`src/ram_init.hex`:
```
// One 32-bit word per line, word 0 first; payload byte 0 is bits 7:0 of word 0.
deadbeef
0badf00d
13579bdf
2468ace0
c0ffee11
55aa33cc
0f1e2d3c
89abcdef
76543210
fedcba98
a5a55a5a
11223344
99887766
01020408
10204080
7e81c3ff

```
`src/verilog/eth_pkg.sv`:
```
package eth_pkg;

    // Frame layout. The preamble length counts the SFD byte.
    localparam int preamble_len = 8;
    localparam int header_len = 42;
    localparam int payload_len = 16;
    localparam logic [7:0] preamble_byte = 8'h55;
    localparam logic [7:0] sfd_byte = 8'hd5;

    // Idle time between frames, in clock cycles (12 byte times on MII).
    localparam int ifg_cycles = 24;

    // Reflected CRC-32 polynomial, used with LSB-first byte processing.
    localparam logic [31:0] crc_poly = 32'hedb88320;

    localparam logic [1:0] axil_resp_okay = 2'b00;

    // Ethernet, IPv4 and UDP headers for a broadcast datagram.
    // IPv4 total length is 44 and the header checksum F5F1 is precomputed.
    localparam logic [7:0] header_bytes [0:header_len-1] = '{
        8'hff, 8'hff, 8'hff, 8'hff, 8'hff, 8'hff,
        8'h02, 8'h00, 8'h00, 8'h00, 8'h00, 8'h00,
        8'h08, 8'h00,
        8'h45, 8'h00, 8'h00, 8'h2c, 8'h00, 8'h00, 8'h00, 8'h00,
        8'h40, 8'h11, 8'hf5, 8'hf1,
        8'hc0, 8'ha8, 8'h01, 8'h80,
        8'hc0, 8'ha8, 8'h01, 8'hff,
        8'h04, 8'hd2, 8'h04, 8'hd2, 8'h00, 8'h18, 8'h00, 8'h00
    };

    typedef enum logic [1:0] {
        pay_incrementing = 2'd0,
        pay_constant     = 2'd1,
        pay_ram          = 2'd2,
        pay_frame_count  = 2'd3
    } payload_sel_t;

    typedef struct packed {
        logic [31:0] addr;
        logic        valid;
    } axil_ar_t;

    typedef struct packed {
        logic [31:0] data;
        logic [1:0]  resp;
        logic        valid;
    } axil_r_t;

    typedef struct packed {
        logic [7:0] data;
        logic       last;
        logic       valid;
    } byte_stream_t;

    // A RAM word seen either whole or as bytes, byte 0 in bits 7:0.
    typedef union packed {
        logic [31:0]     word;
        logic [3:0][7:0] bytes;
    } ram_word_u;

endpackage
```
`src/verilog/board_top.sv`:
```
`timescale 1ns/1ps

module board_top (
    input  logic       clk_int,
    input  logic       arst_n,
    input  logic [3:0] sw,
    input  logic [3:0] btn,
    output logic [7:0] led,
    output logic [3:0] phy_txd,
    output logic       phy_tx_en,
    output logic       phy_reset_n
);

    logic [1:0] rst_sync;
    logic       rst_n_int;

    logic       pay_req;
    logic [3:0] pay_index;
    logic [7:0] frame_seq;
    logic       pay_ack;
    logic [7:0] pay_data;

    eth_pkg::axil_ar_t     ar;
    logic                  ar_ready;
    eth_pkg::axil_r_t      r;
    logic                  r_ready;
    eth_pkg::byte_stream_t tx_stream;
    logic                  tx_ready;

    // Assertion is immediate, release is delayed by two clock edges.
    always_ff @(posedge clk_int or negedge arst_n) begin
        if (!arst_n) begin
            rst_sync <= 2'b00;
        end else begin
            rst_sync <= {rst_sync[0], 1'b1};
        end
    end

    assign rst_n_int = rst_sync[1];
    assign phy_reset_n = rst_n_int;

    // Switch and button indicators.
    always_ff @(posedge clk_int or negedge rst_n_int) begin
        if (!rst_n_int) begin
            led <= 8'h00;
        end else begin
            led <= {sw, 3'b000, btn[0]};
        end
    end

    frame_builder frame_builder_inst (
        .clk_int       (clk_int),
        .arst_n        (rst_n_int),
        .scream_enable (btn[0]),
        .pay_req       (pay_req),
        .pay_index     (pay_index),
        .frame_seq     (frame_seq),
        .pay_ack       (pay_ack),
        .pay_data      (pay_data),
        .tx_stream     (tx_stream),
        .tx_ready      (tx_ready)
    );

    payload_source payload_source_inst (
        .clk_int     (clk_int),
        .arst_n      (rst_n_int),
        .payload_sel (eth_pkg::payload_sel_t'(sw[1:0])),
        .pay_req     (pay_req),
        .pay_index   (pay_index),
        .frame_seq   (frame_seq),
        .pay_ack     (pay_ack),
        .pay_data    (pay_data),
        .ar          (ar),
        .ar_ready    (ar_ready),
        .r           (r),
        .r_ready     (r_ready)
    );

    axil_ram axil_ram_inst (
        .clk_int  (clk_int),
        .arst_n   (rst_n_int),
        .ar       (ar),
        .ar_ready (ar_ready),
        .r        (r),
        .r_ready  (r_ready)
    );

    mii_tx mii_tx_inst (
        .clk_int   (clk_int),
        .arst_n    (rst_n_int),
        .tx_stream (tx_stream),
        .tx_ready  (tx_ready),
        .phy_txd   (phy_txd),
        .phy_tx_en (phy_tx_en)
    );

endmodule

```
`src/verilog/mii_tx.sv`:
```
`timescale 1ns/1ps

module mii_tx (
    input  logic                  clk_int,
    input  logic                  arst_n,
    input  eth_pkg::byte_stream_t tx_stream,
    output logic                  tx_ready,
    output logic [3:0]            phy_txd,
    output logic                  phy_tx_en
);

    typedef enum logic [1:0] {
        st_idle,
        st_data,
        st_fcs
    } state_t;

    state_t      state;
    logic        hi_pending;
    logic        last_q;
    logic [7:0]  byte_q;
    logic [3:0]  byte_cnt;
    logic [31:0] crc;
    logic [27:0] fcs_sr;
    logic [2:0]  fcs_cnt;
    logic [4:0]  gap_cnt;
    logic        accept;

    // One byte of the reflected CRC-32, LSB first.
    function automatic logic [31:0] crc_byte(input logic [31:0] crc_in, input logic [7:0] d);
        logic [31:0] c;
        int i;
        c = crc_in ^ {24'd0, d};
        for (i = 0; i < 8; i++) begin
            c = c[0] ? ((c >> 1) ^ eth_pkg::crc_poly) : (c >> 1);
        end
        return c;
    endfunction

    // A byte goes out as two nibbles, so a new one is taken every other cycle.
    assign tx_ready = ((state == st_idle) && (gap_cnt == 5'd0)) ||
                      ((state == st_data) && !hi_pending && !last_q);
    assign accept = tx_stream.valid && tx_ready;

    always_ff @(posedge clk_int) begin
        if (accept) begin
            byte_q <= tx_stream.data;
        end
    end

    always_ff @(posedge clk_int or negedge arst_n) begin
        if (!arst_n) begin
            state <= st_idle;
            hi_pending <= 1'b0;
            last_q <= 1'b0;
            byte_cnt <= 4'd0;
            crc <= '1;
            fcs_sr <= '0;
            fcs_cnt <= 3'd0;
            gap_cnt <= 5'd0;
            phy_txd <= 4'd0;
            phy_tx_en <= 1'b0;
        end else begin
            case (state)
                st_idle: begin
                    if (gap_cnt != 5'd0) begin
                        gap_cnt <= gap_cnt - 5'd1;
                    end
                    if (accept) begin
                        phy_tx_en <= 1'b1;
                        phy_txd <= tx_stream.data[3:0];
                        hi_pending <= 1'b1;
                        last_q <= tx_stream.last;
                        byte_cnt <= 4'd1;
                        crc <= '1;
                        state <= st_data;
                    end
                end
                st_data: begin
                    if (hi_pending) begin
                        phy_txd <= byte_q[7:4];
                        hi_pending <= 1'b0;
                    end else if (last_q) begin
                        // The FCS is the inverted CRC, least significant nibble first.
                        phy_txd <= ~crc[3:0];
                        fcs_sr <= ~crc[31:4];
                        fcs_cnt <= 3'd7;
                        state <= st_fcs;
                    end else if (accept) begin
                        phy_txd <= tx_stream.data[3:0];
                        hi_pending <= 1'b1;
                        last_q <= tx_stream.last;
                        if (byte_cnt < 4'(eth_pkg::preamble_len)) begin
                            byte_cnt <= byte_cnt + 4'd1;
                        end else begin
                            crc <= crc_byte(crc, tx_stream.data);
                        end
                    end else begin
                        // Underrun; the frame is cut short.
                        phy_tx_en <= 1'b0;
                        phy_txd <= 4'd0;
                        gap_cnt <= 5'(eth_pkg::ifg_cycles - 1);
                        state <= st_idle;
                    end
                end
                st_fcs: begin
                    if (fcs_cnt != 3'd0) begin
                        phy_txd <= fcs_sr[3:0];
                        fcs_sr <= fcs_sr >> 4;
                        fcs_cnt <= fcs_cnt - 3'd1;
                    end else begin
                        phy_tx_en <= 1'b0;
                        phy_txd <= 4'd0;
                        last_q <= 1'b0;
                        gap_cnt <= 5'(eth_pkg::ifg_cycles - 1);
                        state <= st_idle;
                    end
                end
                default: state <= st_idle;
            endcase
        end
    end

endmodule

```
`src/verilog/frame_builder.sv`:
```
`timescale 1ns/1ps

module frame_builder (
    input  logic                  clk_int,
    input  logic                  arst_n,
    input  logic                  scream_enable,
    output logic                  pay_req,
    output logic [3:0]            pay_index,
    output logic [7:0]            frame_seq,
    input  logic                  pay_ack,
    input  logic [7:0]            pay_data,
    output eth_pkg::byte_stream_t tx_stream,
    input  logic                  tx_ready
);

    typedef enum logic [2:0] {
        st_idle,
        st_fetch,
        st_preamble,
        st_header,
        st_payload
    } state_t;

    state_t     state;
    logic [5:0] cnt;
    logic [7:0] pay_buf [0:eth_pkg::payload_len-1];
    logic       fetch_done;
    logic       take;

    assign fetch_done = (state == st_fetch) && pay_req && pay_ack;
    assign take = tx_stream.valid && tx_ready;

    // The whole payload is buffered first, so the stream never waits on a fetch.
    always_ff @(posedge clk_int) begin
        if (fetch_done) begin
            pay_buf[pay_index] <= pay_data;
        end
    end

    always_ff @(posedge clk_int or negedge arst_n) begin
        if (!arst_n) begin
            state <= st_idle;
            cnt <= 6'd0;
            pay_req <= 1'b0;
            pay_index <= 4'd0;
            frame_seq <= 8'd0;
        end else begin
            case (state)
                st_idle: begin
                    if (scream_enable) begin
                        pay_index <= 4'd0;
                        pay_req <= 1'b1;
                        state <= st_fetch;
                    end
                end
                st_fetch: begin
                    // Release the request on ack, start the next one once ack is gone.
                    if (fetch_done) begin
                        pay_req <= 1'b0;
                    end else if (!pay_req && !pay_ack) begin
                        if (pay_index == 4'(eth_pkg::payload_len - 1)) begin
                            cnt <= 6'd0;
                            state <= st_preamble;
                        end else begin
                            pay_index <= pay_index + 4'd1;
                            pay_req <= 1'b1;
                        end
                    end
                end
                st_preamble: begin
                    if (take) begin
                        if (cnt == 6'(eth_pkg::preamble_len - 1)) begin
                            cnt <= 6'd0;
                            state <= st_header;
                        end else begin
                            cnt <= cnt + 6'd1;
                        end
                    end
                end
                st_header: begin
                    if (take) begin
                        if (cnt == 6'(eth_pkg::header_len - 1)) begin
                            cnt <= 6'd0;
                            state <= st_payload;
                        end else begin
                            cnt <= cnt + 6'd1;
                        end
                    end
                end
                st_payload: begin
                    if (take) begin
                        if (tx_stream.last) begin
                            frame_seq <= frame_seq + 8'd1;
                            state <= st_idle;
                        end else begin
                            cnt <= cnt + 6'd1;
                        end
                    end
                end
                default: state <= st_idle;
            endcase
        end
    end

    always_comb begin
        tx_stream = '0;
        case (state)
            st_preamble: begin
                tx_stream.valid = 1'b1;
                if (cnt == 6'(eth_pkg::preamble_len - 1)) begin
                    tx_stream.data = eth_pkg::sfd_byte;
                end else begin
                    tx_stream.data = eth_pkg::preamble_byte;
                end
            end
            st_header: begin
                tx_stream.valid = 1'b1;
                tx_stream.data = eth_pkg::header_bytes[cnt];
            end
            st_payload: begin
                tx_stream.valid = 1'b1;
                tx_stream.data = pay_buf[cnt[3:0]];
                tx_stream.last = (cnt == 6'(eth_pkg::payload_len - 1));
            end
            default: tx_stream = '0;
        endcase
    end

endmodule

```
`src/verilog/payload_source.sv`:
```
`timescale 1ns/1ps

module payload_source (
    input  logic                  clk_int,
    input  logic                  arst_n,
    input  eth_pkg::payload_sel_t payload_sel,
    input  logic                  pay_req,
    input  logic [3:0]            pay_index,
    input  logic [7:0]            frame_seq,
    output logic                  pay_ack,
    output logic [7:0]            pay_data,
    output eth_pkg::axil_ar_t     ar,
    input  logic                  ar_ready,
    input  eth_pkg::axil_r_t      r,
    output logic                  r_ready
);

    logic              busy;
    logic [7:0]        calc_byte;
    eth_pkg::ram_word_u rd_word;

    assign r_ready = 1'b1;
    assign rd_word.word = r.data;

    always_comb begin
        case (payload_sel)
            eth_pkg::pay_incrementing: calc_byte = {4'd0, pay_index};
            eth_pkg::pay_constant:     calc_byte = 8'ha5;
            default:                   calc_byte = frame_seq;
        endcase
    end

    always_ff @(posedge clk_int or negedge arst_n) begin
        if (!arst_n) begin
            pay_ack <= 1'b0;
            pay_data <= 8'd0;
            ar <= '0;
            busy <= 1'b0;
        end else begin
            if (pay_req && !pay_ack && !busy) begin
                if (payload_sel == eth_pkg::pay_ram) begin
                    // Byte address of the word that holds this payload byte.
                    ar.addr <= {28'd0, pay_index[3:2], 2'b00};
                    ar.valid <= 1'b1;
                    busy <= 1'b1;
                end else begin
                    pay_data <= calc_byte;
                    pay_ack <= 1'b1;
                end
            end

            if (ar.valid && ar_ready) begin
                ar.valid <= 1'b0;
            end

            if (busy && r.valid && r_ready) begin
                pay_data <= rd_word.bytes[pay_index[1:0]];
                pay_ack <= 1'b1;
                busy <= 1'b0;
            end

            // Last phase of the handshake.
            if (!pay_req && pay_ack) begin
                pay_ack <= 1'b0;
            end
        end
    end

endmodule

```
`src/verilog/axil_ram.sv`:
```
`timescale 1ns/1ps

module axil_ram (
    input  logic              clk_int,
    input  logic              arst_n,
    input  eth_pkg::axil_ar_t ar,
    output logic              ar_ready,
    output eth_pkg::axil_r_t  r,
    input  logic              r_ready
);

    logic [31:0]        mem [0:15];
    eth_pkg::ram_word_u rd_word;
    logic               r_valid;

    initial begin
        $readmemh("/design/src/ram_init.hex", mem);
    end

    // A new address is taken when the output slot is empty or drains this cycle.
    assign ar_ready = !r_valid || r_ready;

    always_ff @(posedge clk_int) begin
        if (ar.valid && ar_ready) begin
            rd_word.word <= mem[ar.addr[5:2]];
        end
    end

    always_ff @(posedge clk_int or negedge arst_n) begin
        if (!arst_n) begin
            r_valid <= 1'b0;
        end else if (ar.valid && ar_ready) begin
            r_valid <= 1'b1;
        end else if (r_ready) begin
            r_valid <= 1'b0;
        end
    end

    always_comb begin
        r.data = rd_word.word;
        r.resp = eth_pkg::axil_resp_okay;
        r.valid = r_valid;
    end

endmodule

```
`config.mk`:
```
export PLATFORM = sky130hd
export DESIGN_NAME = board_top
export DESIGN_NICKNAME = d
export VERILOG_FILES = /design/src/verilog/eth_pkg.sv /design/src/verilog/board_top.sv /design/src/verilog/mii_tx.sv /design/src/verilog/frame_builder.sv /design/src/verilog/payload_source.sv /design/src/verilog/axil_ram.sv
export SDC_FILE = /design/constraint.sdc
export NUM_CORES = 1
export LEC_CHECK = 0
export ABC_AREA = 1
export BUFFER_PORTS_ARGS = -buffer_cell sky130_fd_sc_hd__clkbuf_2
export CORE_MARGIN = 5
export CORE_UTILIZATION = 35
export CTS_BUF_LIST = sky130_fd_sc_hd__clkbuf_8
export CTS_CLUSTER_DIAMETER = 40
export DETAILED_ROUTE_END_ITERATION = 12
export SYNTH_ARGS = -nofsm -noshare
export SYNTH_HDL_FRONTEND = slang
export SYNTH_SLANG_ARGS = --single-unit
```
`constraint.sdc`:
```
create_clock -name clk_int -period 5.7 [get_ports clk_int]
set_input_delay 1.71 -clock clk_int [delete_from_list [all_inputs] [get_ports clk_int]]
set_output_delay 1.71 -clock clk_int [all_outputs]
set_load 0.05 [all_outputs]
```
# After elaboration in Yosys (flattened, before gate mapping)
# Memories as Yosys holds them, arrays and structs flattened.
# Cells that the tools add are included.
word_totals:
  rom_bits: 512
  register_bits: 162
  input_bits: 10
  memories: 2
  elab_cells: 256
  out_inout_bits: 14
  mem_bits_rw: 128
mem_list:
  columns: ["memory", "words", "word_bits", "read_ports", "rd_clocked_by_memory_dff", "write_ports", "line_no", "text"]
  rows:
  - ["(name not given)", 64, 8, 1, 0, 0, "frame_builder.sv:118", "tx_stream.data = eth_pkg::header_bytes[cnt];"]
  - ["frame_builder_inst.pay_buf", 16, 8, 1, 0, 1, "frame_builder.sv:26", "logic [7:0] pay_buf [0:eth_pkg::payload_len-1];"]
op_classes:
  bitwise: 12
  reduce_logical: 52
  n_mux: 117
  eq_ne: 40
  addsub: 6
  order_cmp: 3
op_table:
  columns: ["op", "n"]
  rows:
  - ["32-bit 2-to-1 mux", 13]
  - ["13-bit NOT with 14-bit output", 8]
  - ["28-bit 2-to-1 mux", 3]
  - ["32-bit one-hot mux with 2 select lines", 1]
  - ["4-bit 2-to-1 mux", 14]
  - ["8-bit 2-to-1 mux", 7]
  - ["28-bit one-hot mux with 2 select lines", 1]
  - ["6-bit 2-to-1 mux", 9]
  - ["3-bit 2-to-1 mux", 13]
  - ["32-bit by 8-bit XOR with 32-bit output", 1]
  - ["1-bit 2-to-1 mux", 31]
  - ["2-bit != test, second input constant", 15]
  - ["28-bit NOT", 1]
  - ["5-bit 2-to-1 mux", 5]
  - ["6-bit one-hot mux with 4 select lines", 1]
  - ["8-bit one-hot mux with 3 select lines", 1]
  - ["6-bit AND reduction", 4]
  - ["2-bit by 1-bit != test with 1-bit output, second input constant", 9]
  - ["8-bit binary-select mux with 2-bit select", 1]
  - ["4-bit one-hot mux with 2 select lines", 2]
  - ["8-bit one-hot mux with 2 select lines", 1]
  - ["4-bit AND reduction", 4]
  - ["3-bit one-hot mux with 5 select lines", 1]
  - ["5-bit one-hot mux with 3 select lines", 1]
  - ["other kinds (43)", 83]

# Depth between registers and ports, before layout
logic_depth:
  word_depth: 27
  ltp_mapped: 24
  depth_no_buf: 22

# Hierarchy
# From an unflattened synthesis, not the netlist that was laid out.
unflattened:
  hier_cells: 1732
  hier_area_um2: 14222.4
by_module_without_submodules:
  columns: ["module", "seq_area_each_um2", "cells_per_inst", "area_each_um2", "n_inst"]
  rows:
  - ["frame_builder", 4394.2, 807, 7389.6, 1]
  - ["mii_tx", 2187.1, 694, 5119.9, 1]
  - ["payload_source", 325.3, 178, 1196.1, 1]
  - ["axil_ram", 25.0, 41, 311.5, 1]
  - ["board_top", 175.2, 12, 205.2, 1]

# Worst setup path before layout
# OpenSTA, ideal clock, no wires.
synth_timing:
  path_kind: "register to output"
  startpoint: "register rst_sync[1]"
  endpoint: "output port phy_reset_n"
  t_required_ps: 3990
  n_path_buf: 0
  path_stages_with_launch: 1
  arrival_ps: 3140
  slack_ps: 850
  path_cell_list: "dfrtp_1"
synth_lines:
  columns: ["item", "line_no", "text"]
  rows:
  - ["start, declared", "board_top.sv:14", "logic [1:0] rst_sync;"]
  - ["start signal, assigned", "board_top.sv:35", "rst_sync <= {rst_sync[0], 1'b1};"]
  - ["end, declared", "board_top.sv:11", "output logic phy_reset_n"]
# No word-level cell between the ends.

# Final worst setup path
layout_timing:
  startpoint: "register mii_tx_inst.state[1]"
  endpoint: "register mii_tx_inst.fcs_sr[6]"
layout_between:
  elab_chain_len: 3
  elab_cells_between_ends: 8
  classes_between: "5 x eq/ne; 1 x mux; 2 x reduce/logical"
layout_lines:
  columns: ["item", "line_no", "text"]
  rows:
  - ["start, declared", "mii_tx.sv:18", "state_t state;"]
  - ["start signal, assigned", "mii_tx.sv:53", "state <= st_idle;"]
  - ["start signal, assigned", "mii_tx.sv:76", "state <= st_data;"]
  - ["start signal, assigned", "mii_tx.sv:88", "state <= st_fcs;"]
  - ["2-bit by 1-bit equality test with 1-bit output / 2-bit equality test (equally long branches)", "mii_tx.sv:64", "case (state)"]
  - ["2-bit by 1-bit != test with 1-bit output (no source line) (tied with other cells)", null, null]
  - ["4-bit AND reduction (no source line)", null, null]
  - ["end signal, assigned", "mii_tx.sv:86", "fcs_sr <= ~crc[31:4];"]
  - ["end signal, assigned", "mii_tx.sv:109", "fcs_sr <= fcs_sr >> 4;"]
  - ["end, declared", "mii_tx.sv:24", "logic [27:0] fcs_sr;"]
# Parallel ways exist; a longest one is shown, timed or not.
# A chain may end at the register's enable or synchronous reset.

==> results.sh <==
export IMPL_cts_tree="done"
export IMPL_gpl_final_weighted_congestion=0.895
export IMPL_drc_errors=0
export IMPL_power_density_mw_per_mm2=255
export IMPL_vias=10100
export IMPL_design_portCount=24
export IMPL_grt_first_pass_wirelength_um=53300
export IMPL_critical_path_slowest_stage_cell="nor2_1"
export IMPL_cts_resized=0
export IMPL_drtAntennaViolNets=0
export IMPL_fp_dieH_um=203
export IMPL_cts_root_buffer="clkbuf_8"
export IMPL_path_delay_family="buffers and inverters"
export IMPL_clock_sink_count=254
export IMPL_timing_critical_path_slowest_cell_delay_ps=780
export IMPL_drive_gt1_share_pct=12.7
export IMPL_timing_fmax_mhz=264
export IMPL_die_area_mm2=0.0411
export IMPL_stdcell_count=2033
export IMPL_synth_warnings=0
export IMPL_postCtsHoldBufs=0
export IMPL_clkTransAtPathRegs_ps=60
export IMPL_critical_path_buf_inv_count=5
export IMPL_timing_reg2reg_setup_slack_ps=1920
export IMPL_grt_setup_unrepaired="false"
export IMPL_gr_usage_all_layers_pct=16.1
export IMPL_avgSynthCellArea_um2=8.68
export IMPL_crit_path_start_kind="register"
export IMPL_setup_worst_path_end_class="register"
export IMPL_timing_critical_path_required_ps=6120
export IMPL_fp_dieW_um=203
export IMPL_synth_async_reset_ratio_pct=48.0
export IMPL_grt_start_max_net_pins=73
export IMPL_routed_wl_um=32800
export IMPL_postSynth_topFlopCell="edfxtp_1"
export IMPL_ir_drop_v=0.000181
export IMPL_drt_via_density=4.99
export IMPL_setup_viol=0
export IMPL_final_design_utilization_pct=39.1
export IMPL_dpl_cell_count=1950
export IMPL_post_synthesis_cell_area_mm2=0.0130
export IMPL_fin_ws_ps=1920
export IMPL_cts_buffers=44
export IMPL_areaGrowthSynthToFinish_pct=10.4
export IMPL_syn_instance_count=1500
export IMPL_max_clock_path_buffers=3
export IMPL_timing_clock_skew_ps=33.4
export IMPL_period_needed_ps=3780
export IMPL_fin_hold_viols=0
export IMPL_grt_antenna_before_repair=0
export IMPL_num_fill_cells=3605
export IMPL_routed_length_per_instance_um=16.1
export IMPL_hp_class="reg -> reg"
export IMPL_worst_slew_pin_transition_ps=998
export IMPL_grt_overflow=0
export IMPL_io_buffer_count=17
export IMPL_first_global_vias=9750
export IMPL_path_class="reg -> reg"
export IMPL_ys_seq_area_share_pct=54.2
export IMPL_finalNetCount=1557
export IMPL_drtPass1Iterations=5
export IMPL_ctsHtreeMaxLevel=2
export IMPL_dpl_hpwl_um=22000
export IMPL_maxCapViolCount=0
export IMPL_hold_ws_ps=352
export IMPL_cp_max_fo=24
export IMPL_synth_enable_flop_cells=132
export IMPL_worst_ep_arrival_time_ps=4200
export IMPL_worst_case_headroom_to_the_max_slew_limit_pct=33.2
export IMPL_dp_slack_ps=1910
export IMPL_initial_core_util_pct=35.5
export IMPL_setup_total_negative_slack_ps=0
export IMPL_clock_insertion_delay_worst_skew_ps=580
export IMPL_maxSlewViolCount=0
export IMPL_postCtsSetupRepairBufs=0
export IMPL_std_cell_rows=70
export IMPL_crit_path_cell_trace="inv_1, ha_1, inv_1, nor2_1, nor4_4, buf_4, inv_2, nor2_1, inv_2, o22ai_1, a21oi_1"
export IMPL_dr_first_iter_drc_count=759
export IMPL_static_leakage_power_nw=6.53
export IMPL_design_core_area_mm2=0.0367
export IMPL_outcome="completed"
export IMPL_min_period_over_period_pct=66.3
export IMPL_synth_ff_latch_count=254
export IMPL_netlist_cell_type_count=56
-- through the flow --
stage          power (W)  cell area (um^2)
3_3_place_gp     0.00203             13500
5_1_grt          0.00381             14400
4_1_cts          0.00371             14400
2_1_floorplan    0.00201             13000
6_report         0.00366             14400
3_5_place_dp     0.00203             13500
-- layer usage --
layer / global-route usage (%) / vias to the layer above / part of all wire (%) / routed length [um]
met5: 0 / - / 0 / 0
met4: 5.53 / 0 / 2.8 / 922
met3: 2.52 / 68 / 5.2 / 1700
met2: 25.6 / 264 / 46 / 15100
met1: 22.4 / 4828 / 46 / 15100
li1: - / 4975 / - / -
-- flip-flops by register name, indices dropped and copies added, names as in the netlist, 2 cells and up --
signal                        cells
frame_builder_inst.cnt            6
payload_source_inst.pay_data      8
frame_builder_inst.pay_buf      128
frame_builder_inst.frame_seq      8
frame_builder_inst.pay_index      4
mii_tx_inst.fcs_cnt               3
rst_sync                          2
frame_builder_inst.state          3
mii_tx_inst.fcs_sr               28
mii_tx_inst.gap_cnt               5
mii_tx_inst.crc                  32
mii_tx_inst.byte_q                4
mii_tx_inst.state                 2
led                               5
mii_tx_inst.byte_cnt              4
mii_tx_inst.phy_txd               4
-- synth_stat cells, types with 3 or more instances --
| cell | count | area, um^2 |
|---|---|---|
| nand2_1 | 465 | 1750 |
| inv_1 | 174 | 653 |
| nand3_1 | 134 | 671 |
| edfxtp_1 | 132 | 3960 |
| nor2_1 | 96 | 360 |
| dfrtp_1 | 90 | 2250 |
| o21ai_0 | 53 | 265 |
| nand2_2 | 38 | 238 |
| a21oi_1 | 37 | 185 |
| dfstp_2 | 32 | 841 |
| o22ai_1 | 28 | 175 |
| nor3_1 | 26 | 130 |
| xor2_1 | 20 | 175 |
| ha_1 | 19 | 238 |
| clkbuf_1 | 15 | 56.3 |
| o21ai_1 | 14 | 70.1 |
| a221oi_1 | 12 | 105 |
| buf_2 | 10 | 50.1 |
| buf_4 | 10 | 75.1 |
| inv_2 | 9 | 33.8 |
| buf_6 | 8 | 90.1 |
| a21oi_2 | 5 | 43.8 |
| nand2_4 | 5 | 56.3 |
| nand4_1 | 5 | 31.3 |
| or2_0 | 5 | 31.3 |
| or2_2 | 5 | 31.3 |
| o211ai_1 | 4 | 30.0 |
| nand3_2 | 3 | 30.0 |
| nor3b_1 | 3 | 22.5 |
| o221ai_1 | 3 | 26.3 |
-- cell usage in the layout, fill, tap and decap left out, types with 6 or more instances in the layout --
cell type / n
dfstp_2: 32
buf_4: 10
nor2_1: 96
dfrtp_1: 88
o22ai_1: 28
o21ai_1: 14
clkinv_2: 6
ha_1: 19
nand2_2: 38
inv_1: 194
nand3_1: 134
clkbuf_2: 17
clkbuf_8: 51
nor3_1: 26
edfxtp_1: 132
o21ai_0: 53
a21oi_1: 37
xor2_1: 20
inv_2: 9
a221oi_1: 12
nand2_1: 465
-- power breakdown --
group | internal (W) | switching (W)
Combinational | 0.00000566 | 0.0000284
Clock | 0.000915 | 0.000751
Sequential | 0.00194 | 0.0000245
Total | 0.00286 | 0.000804
-- path summary, 6_finish.rpt --
check,cells past startpoint,startpoint,end
setup reg to reg,11,mii_tx_inst.state[1]$_DFFE_PN0P_,mii_tx_inst.fcs_sr[6]$_DFFE_PN0P_
max in group asynchronous,1,rst_sync[1]$_DFF_PN0_,mii_tx_inst.fcs_sr[19]$_DFFE_PN0P_
min in group asynchronous,0,rst_sync[1]$_DFF_PN0_,frame_builder_inst.state[1]$_DFFE_PN0P_
hold reg to reg,0,rst_sync[0]$_DFF_PN0_,rst_sync[1]$_DFF_PN0_
setup / recovery,11,mii_tx_inst.state[1]$_DFFE_PN0P_,mii_tx_inst.fcs_sr[6]$_DFFE_PN0P_
hold / removal,0,rst_sync[0]$_DFF_PN0_,rst_sync[1]$_DFF_PN0_
-- cell families after synthesis --
logic type	share of synthesized area, %
AND/OR/NAND/NOR	26.5
flip-flops	54.2
buffers and inverters	7.79
AO/OA/AOI/OAI	8.08
XOR/XNOR	1.48
adder cells (fa/ha/maj)	1.83
other	0.0577
multiplexers	0.0865
-- cell type report --
cell class	count	area [um^2]	share of cell area (%)
Sequential cell	254	7060	49.2
Multi-Input combinational cell	1016	4960	34.5
Clock buffer	51	702	4.89
Inverter	185	697	4.85
Tap cell	468	586	4.08
Clock inverter	31	196	1.37
Timing Repair Buffer	27	160	1.11
Antenna cell	1	2.50	0.0174
(Power assumes the default switching activity.)
